### src/logic/cpuControl_config.svh
`ifndef CPU_CONTROL_CONFIG_SVH
`define CPU_CONTROL_CONFIG_SVH

`define OPCODE_WIDTH    4
`define FUNC_WIDTH      6
`define ALU_FUNC_WIDTH  4

// opcode field
`define OP_BNE    4'd0
`define OP_BEQ    4'd1
`define OP_BGZ    4'd2
`define OP_BLZ    4'd3
`define OP_ADI    4'd4
`define OP_ORI    4'd5
`define OP_LHI    4'd6
`define OP_LWD    4'd7
`define OP_SWD    4'd8
`define OP_JMP    4'd9
`define OP_JAL    4'd10
`define OP_RTYPE  4'd15

// function field, R-type only
`define FN_ADD    6'd0
`define FN_SUB    6'd1
`define FN_AND    6'd2
`define FN_ORR    6'd3
`define FN_NOT    6'd4
`define FN_TCP    6'd5
`define FN_SHL    6'd6
`define FN_SHR    6'd7
`define FN_JPR    6'd25
`define FN_JRL    6'd26
`define FN_HLT    6'd29

// ALU operation codes
`define ALUFN_ADD  4'd0
`define ALUFN_SUB  4'd1
`define ALUFN_AND  4'd2
`define ALUFN_ORR  4'd3
`define ALUFN_NOT  4'd4
`define ALUFN_TCP  4'd5
`define ALUFN_SHL  4'd6
`define ALUFN_SHR  4'd7
`define ALUFN_LHI  4'd8
`define ALUFN_BNE  4'd9
`define ALUFN_BEQ  4'd10
`define ALUFN_BGZ  4'd11
`define ALUFN_BLZ  4'd12

`endif

### src/logic/cpuControlPkg.sv
`include "cpuControl_config.svh"

package cpuControlPkg;

    typedef enum logic [3:0] {
        IF1, IF2, IF3, IF4,
        ID,
        EX1, EX2,
        MEM1, MEM2, MEM3, MEM4,
        WB,
        HALT
    } stage_t;

    typedef enum logic [`ALU_FUNC_WIDTH-1:0] {
        ALU_ADD = `ALUFN_ADD,
        ALU_SUB = `ALUFN_SUB,
        ALU_AND = `ALUFN_AND,
        ALU_ORR = `ALUFN_ORR,
        ALU_NOT = `ALUFN_NOT,
        ALU_TCP = `ALUFN_TCP,
        ALU_SHL = `ALUFN_SHL,
        ALU_SHR = `ALUFN_SHR,
        ALU_LHI = `ALUFN_LHI,
        ALU_BNE = `ALUFN_BNE,
        ALU_BEQ = `ALUFN_BEQ,
        ALU_BGZ = `ALUFN_BGZ,
        ALU_BLZ = `ALUFN_BLZ
    } aluFunc_t;

    typedef enum logic [1:0] {SRCB_REG, SRCB_ONE, SRCB_IMM, SRCB_ZERO} aluSrcB_t;
    typedef enum logic [1:0] {IMM_SEXT8, IMM_ZEXT8, IMM_TARGET12} immSel_t;
    typedef enum logic [1:0] {DST_RT, DST_RD, DST_LINK} regDst_t;

    typedef struct packed {
        logic [`OPCODE_WIDTH-1:0] opcode;
        logic [`FUNC_WIDTH-1:0]   func;
    } instField_t;

    typedef struct packed {
        logic     pcWriteCond;
        logic     pcWrite;
        logic     iorD;          // 1 selects aluOut as memory address
        logic     memRead;
        logic     memWrite;
        logic     memToReg;
        logic     irWrite;
        logic     pcSource;      // 0 alu result, 1 aluOut
        aluFunc_t aluOp;
        logic     aluSrcA;       // 0 pc, 1 register A
        aluSrcB_t aluSrcB;
        immSel_t  immSel;
        logic     regWrite;
        regDst_t  regDst;
        logic     aluOutWrite;
        logic     mdrWrite;
    } ctrlSignals_t;

    typedef struct packed {
        aluFunc_t aluOp;
        logic     aluSrcA;
        aluSrcB_t aluSrcB;
        immSel_t  immSel;
    } exCtrl_t;

    function automatic logic isLoad(instField_t inst);
        return inst.opcode == `OP_LWD;
    endfunction

    function automatic logic isStore(instField_t inst);
        return inst.opcode == `OP_SWD;
    endfunction

    function automatic logic isBranch(instField_t inst);
        return inst.opcode inside {`OP_BNE, `OP_BEQ, `OP_BGZ, `OP_BLZ};
    endfunction

    function automatic logic isJump(instField_t inst);
        logic regJump;
        regJump = (inst.opcode == `OP_RTYPE) && (inst.func inside {`FN_JPR, `FN_JRL});
        return regJump || (inst.opcode inside {`OP_JMP, `OP_JAL});
    endfunction

    // jumps that save the return address in r2
    function automatic logic isLink(instField_t inst);
        logic regLink;
        regLink = (inst.opcode == `OP_RTYPE) && (inst.func == `FN_JRL);
        return regLink || (inst.opcode == `OP_JAL);
    endfunction

    function automatic logic writesBack(instField_t inst);
        logic rtypeAlu;
        rtypeAlu = (inst.opcode == `OP_RTYPE) && (inst.func inside {`FN_ADD, `FN_SUB,
            `FN_AND, `FN_ORR, `FN_NOT, `FN_TCP, `FN_SHL, `FN_SHR});
        return rtypeAlu || isLink(inst) || (inst.opcode inside {`OP_ADI, `OP_ORI, `OP_LHI});
    endfunction

    function automatic logic isHalt(instField_t inst);
        return (inst.opcode == `OP_RTYPE) && (inst.func == `FN_HLT);
    endfunction

endpackage

### src/logic/aluFuncDecode.sv
`timescale 1ns/100ps

`include "cpuControl_config.svh"

module aluFuncDecode
    import cpuControlPkg::*;
(
    input  instField_t inst,
    output exCtrl_t    exCtrl
);

    always_comb
    begin
        // unknown codes fall through as a harmless pc + reg add
        exCtrl.aluOp   = ALU_ADD;
        exCtrl.aluSrcA = 1'b0;
        exCtrl.aluSrcB = SRCB_REG;
        exCtrl.immSel  = IMM_SEXT8;

        case (inst.opcode)
            `OP_RTYPE:
            begin
                exCtrl.aluSrcA = 1'b1;
                case (inst.func)
                    `FN_ADD: exCtrl.aluOp = ALU_ADD;
                    `FN_SUB: exCtrl.aluOp = ALU_SUB;
                    `FN_AND: exCtrl.aluOp = ALU_AND;
                    `FN_ORR: exCtrl.aluOp = ALU_ORR;
                    `FN_NOT: exCtrl.aluOp = ALU_NOT;
                    `FN_TCP: exCtrl.aluOp = ALU_TCP;
                    `FN_SHL:
                    begin
                        exCtrl.aluOp   = ALU_SHL;
                        exCtrl.aluSrcB = SRCB_ONE;    // shift by one
                    end
                    `FN_SHR:
                    begin
                        exCtrl.aluOp   = ALU_SHR;
                        exCtrl.aluSrcB = SRCB_ONE;
                    end
                    `FN_JPR, `FN_JRL:
                        exCtrl.aluSrcB = SRCB_ZERO;   // pass rs through as target
                    default: ;
                endcase
            end
            `OP_ADI, `OP_LWD, `OP_SWD:
            begin
                exCtrl.aluSrcA = 1'b1;
                exCtrl.aluSrcB = SRCB_IMM;           // base plus signed offset
            end
            `OP_ORI:
            begin
                exCtrl.aluOp   = ALU_ORR;
                exCtrl.aluSrcA = 1'b1;
                exCtrl.aluSrcB = SRCB_IMM;
                exCtrl.immSel  = IMM_ZEXT8;
            end
            `OP_LHI:
            begin
                exCtrl.aluOp   = ALU_LHI;
                exCtrl.aluSrcA = 1'b1;
                exCtrl.aluSrcB = SRCB_IMM;
                exCtrl.immSel  = IMM_ZEXT8;
            end
            `OP_BNE, `OP_BEQ:
            begin
                exCtrl.aluOp   = (inst.opcode == `OP_BNE) ? ALU_BNE : ALU_BEQ;
                exCtrl.aluSrcA = 1'b1;
            end
            `OP_BGZ, `OP_BLZ:
            begin
                exCtrl.aluOp   = (inst.opcode == `OP_BGZ) ? ALU_BGZ : ALU_BLZ;
                exCtrl.aluSrcA = 1'b1;
                exCtrl.aluSrcB = SRCB_ZERO;          // sign test against zero
            end
            `OP_JMP, `OP_JAL:
            begin
                exCtrl.aluSrcB = SRCB_IMM;
                exCtrl.immSel  = IMM_TARGET12;       // target from pc and 12-bit field
            end
            default: ;
        endcase
    end

endmodule

### src/logic/controlSignalGen.sv
`timescale 1ns/100ps

`include "cpuControl_config.svh"

module controlSignalGen
    import cpuControlPkg::*;
(
    input  stage_t       stage,
    input  instField_t   inst,
    input  exCtrl_t      exCtrl,
    output ctrlSignals_t ctrl
);

    always_comb
    begin
        ctrl = '0;
        case (stage)
            IF1, IF2:
                ctrl.memRead = 1'b1;
            IF3:
            begin
                ctrl.memRead = 1'b1;
                ctrl.irWrite = 1'b1;            // latch the fetched word
            end
            IF4:
            begin
                ctrl.pcWrite = 1'b1;            // pc + 1
                ctrl.aluOp   = ALU_ADD;
                ctrl.aluSrcA = 1'b0;
                ctrl.aluSrcB = SRCB_ONE;
            end
            ID:
            begin
                // speculative branch target
                ctrl.aluOp       = ALU_ADD;
                ctrl.aluSrcA     = 1'b0;
                ctrl.aluSrcB     = SRCB_IMM;
                ctrl.immSel      = IMM_SEXT8;
                ctrl.aluOutWrite = 1'b1;
            end
            EX1:
            begin
                ctrl.aluOp       = exCtrl.aluOp;
                ctrl.aluSrcA     = exCtrl.aluSrcA;
                ctrl.aluSrcB     = exCtrl.aluSrcB;
                ctrl.immSel      = exCtrl.immSel;
                ctrl.aluOutWrite = 1'b1;
            end
            EX2:
            begin
                if (isBranch(inst))
                begin
                    // compare held on the alu, taken target from aluOut
                    ctrl.aluOp       = exCtrl.aluOp;
                    ctrl.aluSrcA     = exCtrl.aluSrcA;
                    ctrl.aluSrcB     = exCtrl.aluSrcB;
                    ctrl.immSel      = exCtrl.immSel;
                    ctrl.pcWriteCond = 1'b1;
                    ctrl.pcSource    = 1'b1;
                end
                else if (isJump(inst))
                begin
                    ctrl.pcWrite  = 1'b1;
                    ctrl.pcSource = 1'b1;
                end
            end
            MEM1, MEM2, MEM3, MEM4:
            begin
                ctrl.iorD = 1'b1;               // address from aluOut
                if (isLoad(inst))
                begin
                    ctrl.memRead  = 1'b1;
                    ctrl.mdrWrite = (stage == MEM4);
                end
                if (isStore(inst))
                    ctrl.memWrite = (stage == MEM2);
            end
            WB:
            begin
                ctrl.regWrite = 1'b1;
                ctrl.memToReg = isLoad(inst);
                if (isLink(inst))
                    ctrl.regDst = DST_LINK;
                else if (inst.opcode == `OP_RTYPE)
                    ctrl.regDst = DST_RD;       // R-type
                else
                    ctrl.regDst = DST_RT;
            end
            default: ;                          // HALT drives nothing
        endcase
    end

endmodule

### src/logic/controlUnit.sv
`timescale 1ns/100ps

module controlUnit
    import cpuControlPkg::*;
(
    input  logic         clk,
    input  logic         reset,
    input  instField_t   inst,
    output ctrlSignals_t ctrl,
    output logic         halted
);

    stage_t  stage;
    exCtrl_t exCtrl;

    stageSequencer sequencer (
        .clk    (clk),
        .reset  (reset),
        .inst   (inst),
        .stage  (stage),
        .halted (halted)
    );

    aluFuncDecode exDecode (
        .inst   (inst),
        .exCtrl (exCtrl)
    );

    controlSignalGen signalGen (
        .stage  (stage),
        .inst   (inst),
        .exCtrl (exCtrl),
        .ctrl   (ctrl)
    );

endmodule

### src/logic/stageSequencer.sv
`timescale 1ns/100ps

module stageSequencer
    import cpuControlPkg::*;
(
    input  logic       clk,
    input  logic       reset,
    input  instField_t inst,
    output stage_t     stage,
    output logic       halted
);

    stage_t nextStage;

    always_comb
    begin
        nextStage = stage;
        case (stage)
            IF1:  nextStage = IF2;
            IF2:  nextStage = IF3;
            IF3:  nextStage = IF4;
            IF4:  nextStage = ID;
            ID:   nextStage = EX1;
            EX1:  nextStage = EX2;
            EX2:
            begin
                if (isLoad(inst) || isStore(inst))
                    nextStage = MEM1;
                else if (writesBack(inst))
                    nextStage = WB;
                else if (isHalt(inst))
                    nextStage = HALT;
                else
                    nextStage = IF1;    // branches, JMP, JPR, NOPs
            end
            MEM1: nextStage = MEM2;
            MEM2: nextStage = MEM3;
            MEM3: nextStage = MEM4;
            MEM4:
            begin
                if (isLoad(inst))
                    nextStage = WB;
                else
                    nextStage = IF1;
            end
            WB:   nextStage = IF1;
            HALT: nextStage = HALT;     // parked until reset
            default: nextStage = IF1;
        endcase
    end

    always_ff @(posedge clk)
    begin
        if (reset)
            stage <= IF1;
        else
            stage <= nextStage;
    end

    assign halted = (stage == HALT);

endmodule

### config.mk
export PLATFORM = sky130hd
export DESIGN_NAME = controlUnit
export DESIGN_NICKNAME = d
export VERILOG_FILES = /design/src/logic/cpuControlPkg.sv /design/src/logic/aluFuncDecode.sv /design/src/logic/controlSignalGen.sv /design/src/logic/controlUnit.sv /design/src/logic/stageSequencer.sv
export VERILOG_INCLUDE_DIRS = /design/src /design/src/logic
export SDC_FILE = /design/constraint.sdc
export NUM_CORES = 1
export LEC_CHECK = 0
export BUFFER_PORTS_ARGS = -buffer_cell sky130_fd_sc_hd__buf_2
export CAP_MARGIN = 20
export CORE_ASPECT_RATIO = 1.25
export CORE_MARGIN = 2
export CORE_UTILIZATION = 47
export CTS_CLUSTER_SIZE = 14
export DETAILED_ROUTE_END_ITERATION = 10
export PLACE_DENSITY = 0.79
export SYNTH_ARGS = -nofsm -noshare
export SYNTH_HDL_FRONTEND = slang
export SYNTH_SLANG_ARGS = --single-unit
### constraint.sdc
create_clock -name clk -period 1.8 [get_ports clk]
set_input_delay 0.09 -clock clk [delete_from_list [all_inputs] [get_ports clk]]
set_output_delay 0.09 -clock clk [all_outputs]
set_load 0.02 [all_outputs]
==> run_results.csv <==
group,metric,value,unit
setup_path,crit_path_start_kind,"register",
worst_hold_path,hold_path_class,"in -> reg",
clocking,clock_sinks,4,
place,gp_congestion,0.916,
synth,ys_seq_elements,4,
place,pre_cts_ws,0.135,ns
synth,ys_async_sr_fraction,0,%
timing,slew-limit-headroom,64.9,%
finish,final_nets,177,
synth,ys.flop_type,"dfxtp_1",
synth,synthTopCellsByArea,"dfxtp_1, nor3_1, nor2_1",
synth,synth-edff-count,0,
clocking,postCtsSetupBuffers,0,
place,dp_hpwl,1.85,mm
setup_path,regToRegStartpoint,"sequencer.stage[0]",
floorplan,core_area,1720,µm²
floorplan,start_util,48.4,%
drt,drc,0,
drt,postRouteWirelength,2.40,mm
timing,rsz0062_at_grt,"no",
global_routing,grtUsageTotal,21.9,%
setup_path,cp-endpoint,"ctrl[2]",
worst_hold_path,worstHoldPathCells,3,
setup_path,crit_fanout,13,
drt,viasPerCell,6.23,
drt,first_iter_violations,27,
timing,setup_tns,0,ns
finish,largest_register_ffs,4,
pwr,power_density,428,nW/µm²
timing,tightest_slew,0.520,ns
synth,yosysTopAreaCellShare,9.61,%
timing,finalMaxSlewViolations,0,
timing,fin_crit_sh,95.2,%
clocking,cts_root_buffer,"clkbuf_4",
synth,post_synth.cell_area_avg,6.27,µm²
synth,yosysWarnings,0,
synth,syn_area,833,µm²
clocking,clk_pin_slew,0.04,ns
timing,setup_violations,0,
clocking,holdBufCountCts,0,
drt,dr.pass1.iters,4,
synth,yosysSeqAreaShare,9.61,%
timing,layout_setup_ws,0.0866,ns
floorplan,fp-row-count,17,
setup_path,worst_setup_path_end_kind,"output port",
finish,top_regs,"sequencer.stage (4)",
clocking,cts_tree,"done",
floorplan,num_io_pins,35,
clocking,clockBufferDepth,2,
timing,hold_viol,0,
global_routing,grt_pass1_wl,3.80,mm
synth,synth_nets,145,
setup_path,r2r_end,"sequencer.stage[1]",
pwr,max-vdd-ir-drop,0.245,mV
timing,hold_ws,0.118,ns
global_routing,grt_pass1_vias,926,
drt,avgRoutedWirePerCell,13.2,µm
global_routing,grt_overflow,0,
timing,fin_skew,0.00602,ns
finish,fillers,166,
clocking,cts_buffers,3,
pwr,power.leakage,0.477,nW
place,dpl_cell_area,1010,µm²
drt,vias,1134,
synth,synthCells,133,
setup_path,reg2reg_depth,4,
synth,ys_types,47,
timing,timing.fmax,0.584,GHz
floorplan,die_height,51.1,µm
finish,design_area,1040,µm²
global_routing,grt_max_degree,19,
place,io_buffers,34,
synth,synth_top_cell_by_area,"dfxtp_1",
floorplan,fp.dieW,41.7,µm
job,maxCapViolations,0,
finish,diodes,0,
timing,fin_crit,1.71,ns
setup_path,cp.arrival,1.62,ns
clocking,ctsHtreeMaxLevel,1,
global_routing,antenna_found_initial,0,
setup_path,crit_required,1.71,ns
drt,ant_nets,0,
floorplan,design.die.area,2130,µm²
setup_path,crit_path_start,"sequencer.stage[0]",
finish,area_growth_syn_to_layout,24.9,%
clocking,clkLatencyLatePin,0.23,ns
setup_path,timing_worst_setup_path_type,"reg -> out",
outcome,status,"completed",
setup_path,reg2reg_setup_slack,0.32,ns
finish,final_layout_size_suffix_gt1_share,31.9,%
finish,largest-register,"sequencer.stage",
==> synthesized netlist by cell type, types with 3 or more instances <==
| library cell | n |
|---|---|
| o21ai_0 | 5 |
| clkbuf_1 | 9 |
| a21oi_1 | 8 |
| nand3_1 | 4 |
| or2_2 | 3 |
| dfxtp_1 | 4 |
| nor2_1 | 14 |
| nor3_1 | 12 |
| nand2_1 | 10 |
| a211oi_1 | 4 |
| nand2b_1 | 7 |
| inv_1 | 5 |
| o22ai_1 | 4 |
==> through the flow <==
stage          power, mW  instances  utilization (%)
4_1_cts            0.445        182             60.3
2_1_floorplan      0.266        133                -
3_5_place_dp       0.330        179             58.6
5_1_grt            0.482        182             60.4
6_report           0.445        182             60.4
3_3_place_gp       0.324        179             58.6
==> report_power, final <==
group,internal (mW),switching (mW)
Clock,0.0743,0.0337
Sequential,0.101,0.0278
Combinational,0.0836,0.125
==> critical path, stage by stage (launching register included) <==
cell and delay [ns]:
dfxtp_2 0.43, nand2_1 0.19, or2_2 0.39, nor3_1 0.18
buf_2 0.19
==> routing by layer <==
layer	routed length, µm	GRT usage, %	share of wire, %	vias to the layer above
met4	26	9.68	1.1	0
met1	1040	26.3	43	531
met3	105	3.18	4.4	4
met5	0	0	0	-
li1	-	-	-	565
met2	1240	38.0	51	34
==> worst min-delay path by stage <==
stage / endpoint / from / slack [ns]
2_1_floorplan: sequencer.stage[2] / reset / 0.25
3_3_place_gp: sequencer.stage[2] / reset / 0.36
3_5_place_dp: sequencer.stage[2] / reset / 0.37
4_1_cts: sequencer.stage[2] / reset / 0.12
5_1_grt: sequencer.stage[2] / reset / 0.11
6_report: sequencer.stage[2] / reset / 0.12
==> placed cells by master (no fill, tap or decap), types with 2 or more instances in the layout <==
cell type   n
dfxtp_2     4
nor2_1     14
nand3_1     4
a211oi_1    4
nor3_1     12
o22ai_1     4
clkbuf_4    3
a21oi_1     8
or2_2       3
or3_1       2
nor4_1      2
o21ai_0     5
nand4_1     2
o31ai_1     2
a31oi_1     2
inv_1       5
buf_4       5
nand2_1    10
and4_1      2
nand2b_1    7
buf_2      34
and2_1      2
nor2b_1     2
xor2_1      2
==> area by class of cell <==
type | count | area (µm²) | area share (%)
Clock buffer | 3 | 22.5 | 2.16
Timing Repair Buffer | 39 | 208 | 20.0
Sequential cell | 4 | 85.1 | 8.17
Inverter | 5 | 18.8 | 1.80
Multi-Input combinational cell | 112 | 683 | 65.6
Tap cell | 19 | 23.8 | 2.28
==> kinds of logic (layout without fill, tap and decap cells) <==
logic type	Yosys count	after routing	share of synthesized area, %
AOI/OAI and AO/OA	37	37	29.6
xor gates and xnor gates	2	2	2.10
adders and majority gates	1	1	1.20
buffers and inverters	17	47	8.86
DFF	4	4	9.61
muxes	1	1	1.20
and+or+nand+nor	71	71	47.4
==> what timing repair did <==
action | CTS | global route
resized for setup | 3 | 2
cloned | 0 | 0
setup endpoints to repair | 9 | 6
pin swaps | 0 | 1
Power figures use the tool's default switching activity.
